<file path="config.mk">
export PLATFORM = sky130hd
export DESIGN_NAME = tile_dispatch
export DESIGN_NICKNAME = d
export VERILOG_FILES = /design/src/verilog/tile_host_pkg.sv /design/src/verilog/tile_task_pkg.sv /design/src/verilog/tile_dispatch.sv /design/src/verilog/host_task_port.sv /design/src/verilog/conflict_serializer.sv /design/src/verilog/task_fifo.sv
export SDC_FILE = /design/constraint.sdc
export NUM_CORES = 1
export LEC_CHECK = 0
export ABC_AREA = 1
export BUFFER_PORTS_ARGS = -buffer_cell sky130_fd_sc_hd__buf_2
export CAP_MARGIN = 15
export CORE_UTILIZATION = 45
export CTS_CLUSTER_DIAMETER = 80
export DETAILED_ROUTE_END_ITERATION = 8
export PLACE_DENSITY = 0.72
export RECOVER_POWER = 50
export SLEW_MARGIN = 20
export SYNTH_ARGS = -nofsm -noshare
export SYNTH_HDL_FRONTEND = slang
export SYNTH_SLANG_ARGS = --single-unit
export TNS_END_PERCENT = 20
</file>
<file path="constraint.sdc">
create_clock -name clk_main_a0 -period 4.7 [get_ports clk_main_a0]
set_clock_uncertainty 0.1 [all_clocks]
set_input_delay 0.47 -clock clk_main_a0 [delete_from_list [all_inputs] [get_ports clk_main_a0]]
set_output_delay 0.47 -clock clk_main_a0 [all_outputs]
set_load 0.01 [all_outputs]
</file>
<file path="src/verilog/tile_host_pkg.sv">
package tile_host_pkg;

   typedef logic [7:0]  axil_addr_t;
   typedef logic [31:0] axil_data_t;

   // Register map
   localparam axil_addr_t REG_TASK_ENQ       = 8'h00;
   localparam axil_addr_t REG_ENQ_COUNT      = 8'h04;
   localparam axil_addr_t REG_DISPATCH_COUNT = 8'h08;
   localparam axil_addr_t REG_DONE           = 8'h0C;

   // AXI4-Lite response codes
   localparam logic [1:0] RESP_OKAY   = 2'b00;
   localparam logic [1:0] RESP_SLVERR = 2'b10;

   // Host port response FSM
   typedef enum logic [1:0] {
      HOST_IDLE,
      HOST_WRESP,
      HOST_RRESP
   } host_state_t;

endpackage

</file>
<file path="src/verilog/tile_task_pkg.sv">
package tile_task_pkg;

   // Kinds of work a core can ask for
   typedef enum logic [3:0] {
      TYPE_RELAX  = 4'd0,
      TYPE_VISIT  = 4'd1,
      TYPE_UPDATE = 4'd2,
      TYPE_COMMIT = 4'd3
   } task_type_t;

   // Task timestamp
   typedef logic [15:0] ts_t;

   // Object touched by the task, equal args conflict
   typedef logic [11:0] task_arg_t;

   // One task fits in one host data word
   typedef struct packed {
      ts_t        ts;
      task_type_t ttype;
      task_arg_t  arg;
   } task_t;

   // Dispatch sizing
   localparam int DEFAULT_N_CORES   = 4;
   localparam int DEFAULT_LOG_DEPTH = 3;

endpackage
</file>
<file path="src/verilog/tile_dispatch.sv">
module tile_dispatch #(
   parameter int N_CORES   = tile_task_pkg::DEFAULT_N_CORES,
   parameter int LOG_DEPTH = tile_task_pkg::DEFAULT_LOG_DEPTH
) (
   input  logic                                    clk_main_a0,
   input  logic                                    rst_main_n_sync,

   // Host AXI4-Lite slave
   input  tile_host_pkg::axil_addr_t                awaddr,
   input  logic                                    awvalid,
   output logic                                    awready,
   input  tile_host_pkg::axil_data_t                wdata,
   input  logic [3:0]                              wstrb,
   input  logic                                    wvalid,
   output logic                                    wready,
   output logic [1:0]                              bresp,
   output logic                                    bvalid,
   input  logic                                    bready,
   input  tile_host_pkg::axil_addr_t                araddr,
   input  logic                                    arvalid,
   output logic                                    arready,
   output tile_host_pkg::axil_data_t                rdata,
   output logic [1:0]                              rresp,
   output logic                                    rvalid,
   input  logic                                    rready,

   // Cores
   input  logic [N_CORES-1:0]                      core_req_valid,
   input  tile_task_pkg::task_type_t [N_CORES-1:0] core_req_type,
   input  logic [N_CORES-1:0]                      core_finish,
   output logic [N_CORES-1:0]                      core_task_valid,
   output tile_task_pkg::task_t                    core_task_data
);

   logic                 push_valid;
   tile_task_pkg::task_t push_task;
   logic                 fifo_full;
   logic                 fifo_empty;
   logic                 head_valid;
   tile_task_pkg::task_t head_task;
   logic                 pop;
   logic                 all_idle;
   logic [31:0]          dispatch_count;

   host_task_port host_port (
      .clk_main_a0     (clk_main_a0),
      .rst_main_n_sync (rst_main_n_sync),
      .awaddr          (awaddr),
      .awvalid         (awvalid),
      .awready         (awready),
      .wdata           (wdata),
      .wstrb           (wstrb),
      .wvalid          (wvalid),
      .wready          (wready),
      .bresp           (bresp),
      .bvalid          (bvalid),
      .bready          (bready),
      .araddr          (araddr),
      .arvalid         (arvalid),
      .arready         (arready),
      .rdata           (rdata),
      .rresp           (rresp),
      .rvalid          (rvalid),
      .rready          (rready),
      .push_valid      (push_valid),
      .push_task       (push_task),
      .full            (fifo_full),
      .fifo_empty      (fifo_empty),
      .all_idle        (all_idle),
      .dispatch_count  (dispatch_count)
   );

   // Out-task queue between host and cores
   task_fifo #(
      .LOG_DEPTH (LOG_DEPTH)
   ) out_task_fifo (
      .clk_main_a0     (clk_main_a0),
      .rst_main_n_sync (rst_main_n_sync),
      .push_valid      (push_valid),
      .push_task       (push_task),
      .full            (fifo_full),
      .empty           (fifo_empty),
      .head_valid      (head_valid),
      .head_task       (head_task),
      .pop             (pop)
   );

   conflict_serializer #(
      .N_CORES (N_CORES)
   ) serializer (
      .clk_main_a0     (clk_main_a0),
      .rst_main_n_sync (rst_main_n_sync),
      .head_valid      (head_valid),
      .head_task       (head_task),
      .pop             (pop),
      .core_req_valid  (core_req_valid),
      .core_req_type   (core_req_type),
      .core_finish     (core_finish),
      .core_task_valid (core_task_valid),
      .core_task_data  (core_task_data),
      .all_idle        (all_idle),
      .dispatch_count  (dispatch_count)
   );

endmodule

</file>
<file path="src/verilog/host_task_port.sv">
module host_task_port (
   input  logic                     clk_main_a0,
   input  logic                     rst_main_n_sync,

   // AXI4-Lite write address and data
   input  tile_host_pkg::axil_addr_t awaddr,
   input  logic                     awvalid,
   output logic                     awready,
   input  tile_host_pkg::axil_data_t wdata,
   input  logic [3:0]               wstrb,
   input  logic                     wvalid,
   output logic                     wready,

   // AXI4-Lite write response
   output logic [1:0]               bresp,
   output logic                     bvalid,
   input  logic                     bready,

   // AXI4-Lite read address and data
   input  tile_host_pkg::axil_addr_t araddr,
   input  logic                     arvalid,
   output logic                     arready,
   output tile_host_pkg::axil_data_t rdata,
   output logic [1:0]               rresp,
   output logic                     rvalid,
   input  logic                     rready,

   // Task FIFO write side
   output logic                     push_valid,
   output tile_task_pkg::task_t     push_task,
   input  logic                     full,

   // Status from the dispatch path
   input  logic                     fifo_empty,
   input  logic                     all_idle,
   input  logic [31:0]              dispatch_count
);

   tile_host_pkg::host_state_t state;
   tile_host_pkg::axil_data_t  enq_count;
   logic                       done;

   logic                       addr_is_enq;
   logic                       task_write;
   logic                       wr_accept;
   logic                       rd_accept;
   tile_host_pkg::axil_data_t  rd_data_next;
   logic [1:0]                 rd_resp_next;

   // A task is a whole word, so only full-strobe writes enqueue
   assign addr_is_enq = (awaddr == tile_host_pkg::REG_TASK_ENQ);
   assign task_write  = addr_is_enq && (&wstrb);

   // Task writes stall while the FIFO is full
   assign wr_accept = (state == tile_host_pkg::HOST_IDLE) && awvalid && wvalid &&
                      !(addr_is_enq && full);
   assign awready   = wr_accept;
   assign wready    = wr_accept;

   // Write wins when both channels arrive together
   assign arready   = (state == tile_host_pkg::HOST_IDLE) && !wr_accept;
   assign rd_accept = arvalid && arready;

   assign push_valid = wr_accept && task_write;
   assign push_task  = tile_task_pkg::task_t'(wdata);

   assign bvalid = (state == tile_host_pkg::HOST_WRESP);
   assign rvalid = (state == tile_host_pkg::HOST_RRESP);

   // Status read decode
   always_comb begin
      rd_data_next = '0;
      rd_resp_next = tile_host_pkg::RESP_OKAY;
      case (araddr)
         tile_host_pkg::REG_ENQ_COUNT: begin
            rd_data_next = enq_count;
         end
         tile_host_pkg::REG_DISPATCH_COUNT: begin
            rd_data_next = dispatch_count;
         end
         tile_host_pkg::REG_DONE: begin
            rd_data_next = tile_host_pkg::axil_data_t'(done);
         end
         default: begin
            // Enqueue register is write-only
            rd_resp_next = tile_host_pkg::RESP_SLVERR;
         end
      endcase
   end

   always_ff @(posedge clk_main_a0) begin
      if (!rst_main_n_sync) begin
         state     <= tile_host_pkg::HOST_IDLE;
         enq_count <= '0;
         done      <= 1'b1;
      end else begin
         // Tile is done once the queue drains and no core holds a task
         done <= fifo_empty & all_idle;
         if (push_valid) begin
            enq_count <= enq_count + 1'b1;
         end
         case (state)
            tile_host_pkg::HOST_IDLE: begin
               if (wr_accept) begin
                  state <= tile_host_pkg::HOST_WRESP;
               end else if (rd_accept) begin
                  state <= tile_host_pkg::HOST_RRESP;
               end
            end
            tile_host_pkg::HOST_WRESP: begin
               if (bready) begin
                  state <= tile_host_pkg::HOST_IDLE;
               end
            end
            tile_host_pkg::HOST_RRESP: begin
               if (rready) begin
                  state <= tile_host_pkg::HOST_IDLE;
               end
            end
            default: begin
               state <= tile_host_pkg::HOST_IDLE;
            end
         endcase
      end
   end

   // Response payload, held until the host takes it
   always_ff @(posedge clk_main_a0) begin
      if (wr_accept) begin
         bresp <= task_write ? tile_host_pkg::RESP_OKAY : tile_host_pkg::RESP_SLVERR;
      end
      if (rd_accept) begin
         rdata <= rd_data_next;
         rresp <= rd_resp_next;
      end
   end

endmodule

</file>
<file path="src/verilog/conflict_serializer.sv">
module conflict_serializer #(
   parameter int N_CORES = 4
) (
   input  logic                                    clk_main_a0,
   input  logic                                    rst_main_n_sync,

   // Head of the task FIFO
   input  logic                                    head_valid,
   input  tile_task_pkg::task_t                    head_task,
   output logic                                    pop,

   // Core side
   input  logic [N_CORES-1:0]                      core_req_valid,
   input  tile_task_pkg::task_type_t [N_CORES-1:0] core_req_type,
   input  logic [N_CORES-1:0]                      core_finish,
   output logic [N_CORES-1:0]                      core_task_valid,
   output tile_task_pkg::task_t                    core_task_data,

   // Status
   output logic                                    all_idle,
   output logic [31:0]                             dispatch_count
);

   logic [N_CORES-1:0]      busy;
   tile_task_pkg::task_arg_t busy_arg [N_CORES];

   logic [N_CORES-1:0]      arg_match;
   logic [N_CORES-1:0]      type_match;
   logic                    conflict;
   logic [N_CORES-1:0]      eligible;
   logic [N_CORES-1:0]      grant_vec;

   for (genvar i = 0; i < N_CORES; i++) begin : g_core
      // Running task on this core touches the same object as the head
      assign arg_match[i] = busy[i] && (busy_arg[i] == head_task.arg);
      // Busy cores are not listened to
      assign type_match[i] = core_req_valid[i] && !busy[i] &&
                             (core_req_type[i] == head_task.ttype);
   end

   assign conflict = |arg_match;

   // A blocked head also holds back everything behind it
   assign eligible = (head_valid && !conflict) ? type_match : '0;

   // Keep only the lowest set bit
   assign grant_vec = eligible & (~eligible + 1'b1);

   assign pop      = |grant_vec;
   assign all_idle = ~|busy;

   always_ff @(posedge clk_main_a0) begin
      if (!rst_main_n_sync) begin
         busy            <= '0;
         core_task_valid <= '0;
         dispatch_count  <= '0;
      end else begin
         // Finish clears, grant sets; a granted core was idle so they never collide
         busy            <= (busy & ~core_finish) | grant_vec;
         core_task_valid <= grant_vec;
         if (pop) begin
            dispatch_count <= dispatch_count + 1'b1;
         end
      end
   end

   // Task word and per-core argument follow the grant
   always_ff @(posedge clk_main_a0) begin
      if (pop) begin
         core_task_data <= head_task;
      end
      for (int i = 0; i < N_CORES; i++) begin
         if (grant_vec[i]) begin
            busy_arg[i] <= head_task.arg;
         end
      end
   end

endmodule

</file>
<file path="src/verilog/task_fifo.sv">
module task_fifo #(
   parameter int LOG_DEPTH = 3
) (
   input  logic                 clk_main_a0,
   input  logic                 rst_main_n_sync,

   input  logic                 push_valid,
   input  tile_task_pkg::task_t push_task,
   output logic                 full,
   output logic                 empty,

   output logic                 head_valid,
   output tile_task_pkg::task_t head_task,
   input  logic                 pop
);

   localparam int DEPTH = 1 << LOG_DEPTH;

   tile_task_pkg::task_t mem [DEPTH];
   logic [LOG_DEPTH-1:0] wr_ptr;
   logic [LOG_DEPTH-1:0] rd_ptr;
   logic [LOG_DEPTH:0]   count;
   logic                 do_push;
   logic                 do_pop;

   assign full       = (count == DEPTH[LOG_DEPTH:0]);
   assign empty      = (count == '0);
   assign head_valid = !empty;
   assign head_task  = mem[rd_ptr];

   assign do_push = push_valid && !full;
   assign do_pop  = pop && !empty;

   always_ff @(posedge clk_main_a0) begin
      if (do_push) begin
         mem[wr_ptr] <= push_task;
      end
   end

   always_ff @(posedge clk_main_a0) begin
      if (!rst_main_n_sync) begin
         wr_ptr <= '0;
         rd_ptr <= '0;
         count  <= '0;
      end else begin
         // Pointers wrap naturally at the power-of-two depth
         if (do_push) begin
            wr_ptr <= wr_ptr + 1'b1;
         end
         if (do_pop) begin
            rd_ptr <= rd_ptr + 1'b1;
         end
         if (do_push && !do_pop) begin
            count <= count + 1'b1;
         end else if (do_pop && !do_push) begin
            count <= count - 1'b1;
         end
      end
   end

endmodule

</file>
==> impl_metrics.json, run 1 <==
{
  "final_max_slew_viol_count": 65,
  "synth-xor-area-share_pct": 1.74,
  "crit_path_max_incr_delay_ns": 0.57,
  "synth_mux_area_share_pct": 0,
  "critPathMaxFanout": 60,
  "synth_flop_cell": "edfxtp_1",
  "grt_max_degree": 73,
  "hpwl_mm": 31.0,
  "post_cts_buffers": 0,
  "yosys.area.top_type_share_pct": 55.1,
  "route.detailed.drc": 0,
  "path_clk_slew_ns": 0.06,
  "arrival_ns": 4.54,
  "status": "finished, violations left",
  "synth.avg_cell_area_sq_um": 10.3,
  "async_flop_share_pct": 0,
  "setup_viol": 0,
  "leakagePower_nw": 8.21,
  "ir_drop_mv": 0.313,
  "p_seq_share_pct": 54.4,
  "p_clk_share_pct": 43.8,
  "p_per_area_nw_per_um2": 354,
  "core-area_sq_um": 44200,
  "clk_latency_ns": 0.61,
  "wl_per_cell_um": 17.8,
  "synth_edf_count": 370,
  "synthTopCellsByArea": "edfxtp_1, dfxtp_1, nand2_1",
  "yosys.area_share.simple_pct": 19.6,
  "fin_crit_ns": 4.17,
  "cts_tree": "built",
  "cts_buffers": 48,
  "clock_path_buffers": 3,
  "synth_top_family_by_area": "simple AND/OR/NAND/NOR gates",
  "hold_class": "in2reg",
  "ys_seq_area_share_pct": 63.8,
  "drt-initial-drc-count": 1263,
  "synthTopCellsByCount": "edfxtp_1, nand2_1, nor2_1",
  "cts_hold_buf": 0,
  "fin_nets": 2199,
  "max_slew_margin_pct": -65.1,
  "die_area_sq_um": 45700,
  "required_ns": 5.07,
  "synth-seq-cells": 458,
  "path_cells": "buf_12, nand3_1, nand3_1, nand2_1, or2_0, nand3_1, nor2_1, nand2_1, nand3_2, nor2_4, o31ai_4, nand2_4, inv_2, ha_1, inv_1, ha_1, a21o_1, a21oi_1, nor2_1, nor2_1, nand2_1, o21ai_0, a21oi_1",
  "cts_resized": 0,
  "initial_utilization_pct": 45.6,
  "internal_power_mw": 6.38,
  "swShare_pct": 20.9,
  "utilization_pct": 51.6,
  "max_freq_ghz": 0.240,
  "cts.root.buffer_cell": "clkbuf_16",
  "rsz0062_at_grt": "no",
  "stdcell_count": 2741,
  "drv_cap": 1,
  "synth_compound_area_share_pct": 7.94,
  "synthAdderAreaFrac_pct": 0.533,
  "ys_types": 48,
  "gr-usage-all-layers_pct": 21.6,
  "grt_pass1_wl_mm": 75.4,
  "tns_ns": 0,
  "placed_cells": 2650,
  "critPathKind": "reg2reg",
  "yosysWarnings": 0,
  "holdCritStartpoint": "core_finish[0]",
  "grt-ovfl-total": 0,
  "syn-cell-area_sq_um": 20200,
  "worst_slew_pin_slew_ns": 2.48,
  "place.port_buffers": 157,
  "antenna_found_initial": 6,
  "die_x_um": 214,
  "ios": 160,
  "first_global_vias": 13600,
  "ant_nets": 0,
  "p_sw_mw": 1.69,
  "power_frac_comb_pct": 1.8,
  "critPathCaptureType": "flop",
  "area_growth_pct": 13.1,
  "final_layout_size_suffix_gt1_share_pct": 10.6,
  "violations": "capacitance limit, slew limit",
  "chipHeight_um": 214,
  "slowest_stage": "dfxtp_2",
  "routed_wl_mm": 48.7,
  "routabilityCongestion": 0.929,
  "worst_hold_slack_ns": 0.0407,
  "cts.sinks": 458,
  "synth_top_area_cell": "edfxtp_1",
  "hold_violations": 0,
  "via_count": 14300,
  "fin_crit_sh_pct": 88.6,
  "netlist_instances": 1956,
  "drtPass1Iterations": 5,
  "viasPerCell": 5.23,
  "placementRows": 77,
  "start_kind": "flop",
  "htree_levels": 2
}
layer usage:
layer,vias to the layer above,track usage (%),wire (um)
met4,10,6.90,1070
met5,-,0,65
met2,505,33.9,22400
met1,6808,30.2,21600
met3,81,4.16,3590
li1,6928,-,-
metrics by stage:
| step | area, sq um | power [mW] | setup slack, ns |
|---|---|---|---|
| 3_5_place_dp | 21500 | 4.63 | 0.636 |
| 6_report | 22800 | 8.08 | 0.535 |
| 5_1_grt | 22800 | 8.32 | 0.157 |
| 2_1_floorplan | 20200 | 4.54 | 0.233 |
| 3_3_place_gp | 21500 | 4.63 | 0.792 |
| 4_1_cts | 23000 | 8.16 | 0.609 |
power by group through the flow:
stage | sequential, mW | clock, mW | combinational [mW]
3_5_place_dp | 4.48 | 0 | 0.155
5_1_grt | 4.39 | 3.76 | 0.165
2_1_floorplan | 4.49 | 0 | 0.0489
6_report | 4.39 | 3.54 | 0.147
3_3_place_gp | 4.48 | 0 | 0.151
4_1_cts | 4.39 | 3.61 | 0.156
cell type report:
type	count	area [sq um]
antenna	1	2.50
clock buffer	61	1250
clock inverter	29	224
fill	3910	21400
inverter	223	842
multi-input combinational	1198	6050
sequential	458	12900
tap	592	741
timing repair buffer	179	835
cell families (layout without fill, tap and decap cells):
group	count (synthesis)	in the layout
compound gates	269	269
xor+xnor	40	40
fa+ha+maj	8	8
buf+inv	301	492
flops	458	458
other cells	1	3
simple gates	879	879
final timing paths:
| kind | cells past startpoint | endpoint | slack [ns] |
|---|---|---|---|
| setup / recovery | 23 | out_task_fifo.count[3] | 0.53 |
| setup reg to reg | 23 | out_task_fifo.count[3] | 0.53 |
| hold / removal | 3 | serializer.busy[0] | 0.04 |
| hold reg to reg | 2 | serializer.dispatch_count[31] | 0.38 |
placed cells by master (no fill, tap or decap), types with 25 or more instances in the layout:
cell	instances
a21oi_1	53
clkbuf_16	48
xor2_1	39
o22ai_1	39
dfxtp_1	86
nand2_1	376
edfxtp_1	370
nand3_2	35
nand3_1	103
nor2_1	250
nand3b_1	25
nor3_1	40
buf_2	53
inv_1	215
clkbuf_1	120
o21ai_0	99
flip-flops by register name, summed over array words and instances (netlist names), 4 cells and up, named ones only:
register	cells
serializer.busy	4
serializer.core_task_data	32
serializer.core_task_valid	4
out_task_fifo.count	4
out_task_fifo.mem	256
serializer.dispatch_count	32
host_port.enq_count	32
host_port.rdata	32
serializer.busy_arg	48
critical path, delay by kind of cell (launching register included):
family                     cells  cell delay, ns
and+or+nand+nor               13            1.71
AOI/OAI and AO/OA              5            0.66
DFF                            1            0.57
buffers and inverters          3            0.51
adders and majority gates      2            0.46
No activity file was read; power rests on OpenSTA's default activity.
==> run 2, diff against run 1 <==
--- a/config.mk
+++ b/config.mk
@@ -7,7 +7,8 @@
 export LEC_CHECK = 0
 export ABC_AREA = 1
 export BUFFER_PORTS_ARGS = -buffer_cell sky130_fd_sc_hd__buf_2
-export CAP_MARGIN = 15
+export CAP_MARGIN = 0
+export CORE_MARGIN = 3
 export CORE_UTILIZATION = 45
 export CTS_CLUSTER_DIAMETER = 80
 export DETAILED_ROUTE_END_ITERATION = 8
==> constraint.sdc (replaced) <==
create_clock -name clk_main_a0 -period 4.7 [get_ports clk_main_a0]
set_clock_uncertainty 0.1 [all_clocks]
set_input_delay 0.47 -clock clk_main_a0 [delete_from_list [all_inputs] [get_ports clk_main_a0]]
set_output_delay 0.47 -clock clk_main_a0 [all_outputs]
set_load 0.005 [all_outputs]
==> run 2 against run 1 <==
Net effect: the flow now finishes without violations; cell count fell by 0.44%; clock-buffer cell count decreased by 7; register-to-register slack worse by 0.096 ns; die area grew 3.8%; via count is 0.63% higher; sequential share of layout area fell by 0.50 points.
==> impl_metrics.json, run 2 (synthesized netlist as in run 1, its figures left out) <==
{
  "status": "completed",
  "utilization_pct": 52.7,
  "rsz0062_at_grt": "no",
  "place.port_buffers": 157,
  "design_area_sq_um": 23000,
  "critical_path.endpoint": "out_task_fifo.count[3]",
  "post_cts_buffers": 0,
  "die_area_sq_um": 47400,
  "critPathCaptureType": "flop",
  "fin_crit_sh_pct": 90.7,
  "core-area_sq_um": 43600,
  "post-route-worst-setup-slack_ns": 0.438,
  "first_global_vias": 13800,
  "critPathMaxFanout": 83,
  "cts.sinks": 458,
  "final_layout_size_suffix_gt1_share_pct": 12.6,
  "start_kind": "flop",
  "area_growth_pct": 14.1,
  "route.detailed.drc": 0,
  "cts_tree": "built",
  "drv_cap": 0,
  "largest_register_ffs": 256,
  "grt-ovfl-total": 0,
  "initial_utilization_pct": 46.2,
  "die_x_um": 218,
  "drt-initial-drc-count": 1346,
  "via_count": 14400,
  "hold_violations": 0,
  "placementRows": 76,
  "leakagePower_nw": 8.39,
  "max_slew_margin_pct": 15.0,
  "required_ns": 5.07,
  "tns_ns": 0,
  "fin_nets": 2197,
  "worst-r2r-cell-count": 20,
  "fin_crit_ns": 4.26,
  "pre_cts_slack_ns": 0.582,
  "gr-usage-all-layers_pct": 20.4,
  "routabilityCongestion": 0.911,
  "grt_max_degree": 84,
  "grt_pass1_wl_mm": 76.0,
  "holdCritStartpoint": "rready",
  "drtPass1Iterations": 5,
  "top_regs": "out_task_fifo.mem (256), serializer.busy_arg (48)",
  "critPathKind": "reg2reg",
  "clk_latency_ns": 0.61,
  "final_common_cell": "nand2_1",
  "postPlaceCellArea_sq_um": 21500,
  "p_per_area_nw_per_um2": 367,
  "ir_drop_mv": 0.234,
  "setup_viol": 0,
  "ios": 160,
  "cts.root.buffer_cell": "clkbuf_16",
  "hold_class": "in2reg",
  "worst_hold_slack_ns": 0.0606,
  "rr_endpoint": "out_task_fifo.count[3]",
  "arrival_ns": 4.63,
  "cts_buffers": 47,
  "final_max_slew_viol_count": 0,
  "hpwl_mm": 31.4,
  "htree_levels": 2,
  "rrSetupSlack_ns": 0.44,
  "nFillCells": 3775,
  "antenna_found_initial": 5,
  "worst_slew_pin_slew_ns": 1.27,
  "wl_per_cell_um": 18.0,
  "viasPerCell": 5.29,
  "final_cell_mix": "nand2_1, edfxtp_1, nor2_1",
  "routed_wl_mm": 49.1,
  "path_clk_slew_ns": 0.06,
  "max_freq_ghz": 0.235,
  "top_register": "out_task_fifo.mem",
  "ant_nets": 0,
  "chipHeight_um": 218,
  "clock_path_buffers": 3
}
-- run 2: cell type report --
class                   count  area (sq um)  share of cell area (%)
diodes                      1          2.50                  0.0109
multi-input cells        1198          6040                    26.3
clock buffers              54          1220                    5.31
inverters                 223           842                    3.66
flip-flops and latches    458         12900                    55.9
clock inverters            32           439                    1.91
repair buffers            178           863                    3.75
well taps                 585           732                    3.18
-- run 2: how the worst min path moves through the flow --
stage | depth (start not counted) | to | slack, ns
detailed placement | 2 | out_task_fifo.wr_ptr[0] | 0.38
global placement | 2 | serializer.dispatch_count[31] | 0.37
global route | 4 | host_port.state[1] | 0.05
CTS | 1 | out_task_fifo.mem[6][18] | 0.0003
floorplan | 2 | serializer.dispatch_count[31] | 0.36
finish | 4 | host_port.state[1] | 0.06
-- run 2: metal layers --
| layer | wire [um] | vias up | global-route usage (%) | part of all wire [%] |
|---|---|---|---|---|
| li1 | - | 6936 | - | - |
| met1 | 21800 | 6900 | 29.0 | 44 |
| met2 | 22700 | 495 | 32.6 | 46 |
| met3 | 3360 | 84 | 3.09 | 6.8 |
| met4 | 1180 | 8 | 6.70 | 2.4 |
| met5 | 46 | - | 0 | 0.094 |
-- run 2: per-stage QoR --
stage	std cells	power, mW
after detailed placement	2641	4.62
after global placement	2641	4.61
after CTS	2728	8.54
after floorplan	1957	4.53
final	2729	8.46
after global routing	2728	8.72
-- run 2: worst max-delay path, stage by stage, from the launching register on --
cell	delay, ns
dfxtp_4	0.45
inv_6	0.47
nor2_1	0.10
o211ai_1	0.46
nand2_2	0.21
or2_0	0.25
nand3_1	0.07
nor2_1	0.10
o31ai_4	0.32
nand2_4	0.09
inv_2	0.12
ha_1	0.20
inv_1	0.09
ha_1	0.29
a21o_1	0.18
a21oi_1	0.15
nor2_1	0.06
nor2_1	0.09
nand2_1	0.07
o21ai_0	0.14
a21oi_1	0.05
-- run 2: timing repair --
action	4_1_cts	5_1_grt
hold endpoints to repair	4	0
hold buffers	1	0
setup endpoints to repair	0	0
resized for setup	0	0
-- run 2: power by group --
group          leakage, nW  switching [mW]  internal (mW)
Combinational         3.53          0.0926         0.0434
Clock                0.807            1.60           2.33
Sequential            4.06         0.00798           4.38
==> run 3, diff against run 2 <==
--- a/config.mk
+++ b/config.mk
@@ -17,5 +17,6 @@
 export SLEW_MARGIN = 20
 export SYNTH_ARGS = -nofsm -noshare
 export SYNTH_HDL_FRONTEND = slang
+export SYNTH_HIERARCHICAL = 1
 export SYNTH_SLANG_ARGS = --single-unit
 export TNS_END_PERCENT = 20
==> constraint.sdc (replaced) <==
create_clock -name clk_main_a0 -period 4.7 [get_ports clk_main_a0]
set_clock_uncertainty 0.1 [all_clocks]
set_input_delay 0.47 -clock clk_main_a0 [delete_from_list [all_inputs] [get_ports clk_main_a0]]
set_output_delay 0.47 -clock clk_main_a0 [all_outputs]
set_load 0.05 [all_outputs]
==> run 3 against run 2 <==
Net effect: synthesized area increased by 2.2%; design area increased by 0.53%; global-route usage decreased by 0.44 points; synthesized cell count increased by 9.8%; critical path type unchanged.
==> impl_metrics.json, run 3 <==
{
  "core-area_sq_um": 44700,
  "via_count": 14900,
  "design_area_sq_um": 23100,
  "critPathKind": "reg2reg",
  "first_global_vias": 14100,
  "fin_nets": 2365,
  "p_sw_mw": 1.73,
  "top_regs": "out_task_fifo/mem (256), serializer/busy_arg (48)",
  "ant_nets": 0,
  "required_ns": 5.14,
  "crit_path_max_incr_delay_ns": 0.61,
  "max_slew_margin_pct": 4.62,
  "status": "completed",
  "clock_path_buffers": 3,
  "routed_wl_mm": 49.0,
  "antenna_found_initial": 5,
  "tns_ns": 0,
  "die_x_um": 220,
  "p_clk_share_pct": 44.6,
  "ys_seq_area_share_pct": 62.4,
  "power_frac_comb_pct": 2.4,
  "wl_per_cell_um": 16.8,
  "post_cts_buffers": 0,
  "cts_buffers": 48,
  "syn-cell-area_sq_um": 20600,
  "async_flop_share_pct": 0,
  "crit_top_cell": "nand2_1",
  "die_area_sq_um": 48400,
  "ir_drop_mv": 0.280,
  "synth_edf_count": 370,
  "p_seq_share_pct": 53.0,
  "post-synth-top-count-cell": "nand2_1",
  "yosys.area.top_type_share_pct": 53.9,
  "ys_types": 46,
  "initial_utilization_pct": 46.1,
  "drv_cap": 0,
  "critPathCaptureType": "flop",
  "path_clk_slew_ns": 0.06,
  "ios": 160,
  "path_cells": "buf_4, nor2_1, o21ai_0, nand2_1, nand2_1, nand2_1, inv_2, or2_1, nand3_1, nor3_1, o31ai_4, nand2_4, nand2_1, ha_1, inv_1, ha_1, or2_2, nand2_1, nand2_1, nand3_1, nand2_1, inv_1",
  "p_per_area_nw_per_um2": 358,
  "synthTopCellsByArea": "edfxtp_1, nand2_1, dfxtp_1",
  "hold_violations": 0,
  "arrival_ns": 4.72,
  "final_common_cell": "nand2_1",
  "swShare_pct": 20.9,
  "hpwl_mm": 31.0,
  "start_kind": "flop",
  "drt-initial-drc-count": 1334,
  "drtPass1Iterations": 5,
  "cts.sinks": 458,
  "synthTopCellsByCount": "nand2_1, nor2_1, edfxtp_1",
  "rsz0062_at_grt": "no",
  "gr-usage-all-layers_pct": 20.0,
  "grt_max_degree": 129,
  "postPlaceCellArea_sq_um": 21700,
  "fin_crit_ns": 4.28,
  "synth_flop_cell": "edfxtp_1",
  "placementRows": 77,
  "fin_crit_sh_pct": 91.0,
  "chipHeight_um": 220,
  "yosysWarnings": 6,
  "routabilityCongestion": 0.909,
  "cts_resized": 0,
  "largest_register_ffs": 256,
  "grt-ovfl-total": 0,
  "synth_top_area_cell": "edfxtp_1",
  "max_freq_ghz": 0.234,
  "clk_latency_ns": 0.59,
  "area_growth_pct": 12.3,
  "worst_slew_pin_slew_ns": 1.43,
  "leakagePower_nw": 8.39,
  "final_layout_size_suffix_gt1_share_pct": 9.21,
  "top_register": "out_task_fifo/mem",
  "grt_pass1_wl_mm": 75.7,
  "cts_tree": "built",
  "synth-seq-cells": 458,
  "nFillCells": 4004,
  "crit_buf_inv": 4,
  "cts_hold_buf": 0,
  "cts.root.buffer_cell": "clkbuf_16",
  "viasPerCell": 5.14,
  "slowest_stage": "buf_4",
  "regArea_sq_um": 12900,
  "multi_input_area_sq_um": 6480,
  "final_max_slew_viol_count": 0,
  "internal_power_mw": 6.55,
  "netlist_instances": 2147,
  "synth.avg_cell_area_sq_um": 9.60,
  "final_cell_mix": "nand2_1, nor2_1, edfxtp_1",
  "setup_viol": 0,
  "route.detailed.drc": 0,
  "critPathMaxFanout": 64,
  "critPathTopFamily": "simple AND/OR/NAND/NOR gates",
  "hold_class": "in2reg",
  "htree_levels": 2,
  "place.port_buffers": 157
}
run 3: cell types whose count changed after synthesis, sizes merged, moves of 37 or more:
cell   change
inv       -62
nand3     -66
o21ai     +37
buf       +42
nand2    +177
nor2     +176
run 3: stage by stage:
stage                     total power [mW]  worst slack [ns]  instances  hold slack, ns  util, %
final                                 8.28             0.421       2906          0.0836     51.8
after global routing                  8.55            0.0306       2906          0.0736     51.8
after CTS                             8.36             0.478       2905         0.00499     52.1
after detailed placement              4.69             0.529       2816           0.374     48.6
after global placement                4.68             0.654       2816           0.369     48.6
after floorplan                       4.63             0.875       2148           0.358        -
run 3: cells by family after synthesis:
kind of cell	synth area share [%]
buffers and inverters	6.40
adder cells (fa/ha/maj)	0.522
AND/OR/NAND/NOR	21.9
AO/OA/AOI/OAI	6.40
other	0.0182
flip-flops	62.4
XOR/XNOR	2.29
run 3: area by class of cell:
class / instances / area share [%]
Antenna cell: 1 / 0.0108
Clock buffer: 66 / 5.62
Clock inverter: 23 / 1.10
Inverter: 161 / 2.61
Multi-Input combinational cell: 1420 / 28.0
Sequential cell: 458 / 55.6
Tap cell: 592 / 3.20
Timing Repair Buffer: 185 / 3.85
run 3: path summary, 6_finish.rpt:
path	slack [ns]	cells past startpoint	from	end
setup / recovery	0.42	22	flop	out_task_fifo/count[3]
hold / removal	0.08	4	bready	host_port/state[0]
setup reg to reg	0.42	22	flop	out_task_fifo/count[3]
hold reg to reg	0.38	2	host_port/enq_count[31]	host_port/enq_count[31]
run 3: per-layer routing:
metal	up-vias	global-route usage [%]	part of all wire (%)
met5	-	0	0.13
met4	8	6.83	2.4
met3	112	4.01	7.6
met2	522	32.2	46
met1	7000	27.2	43
li1	7303	-	-
run 3: power by group through the flow:
stage | registers (mW) | clock network, mW | logic (mW)
2_1_floorplan | 4.53 | 0 | 0.0918
3_3_place_gp | 4.47 | 0 | 0.208
3_5_place_dp | 4.47 | 0 | 0.212
4_1_cts | 4.39 | 3.76 | 0.213
5_1_grt | 4.39 | 3.94 | 0.219
6_report | 4.39 | 3.69 | 0.203
run 3: tightest hold or removal path, stage by stage:
cell	delay [ns]
buf_2	0.08
inv_1	0.03
nand2_1	0.06
a21oi_1	0.06
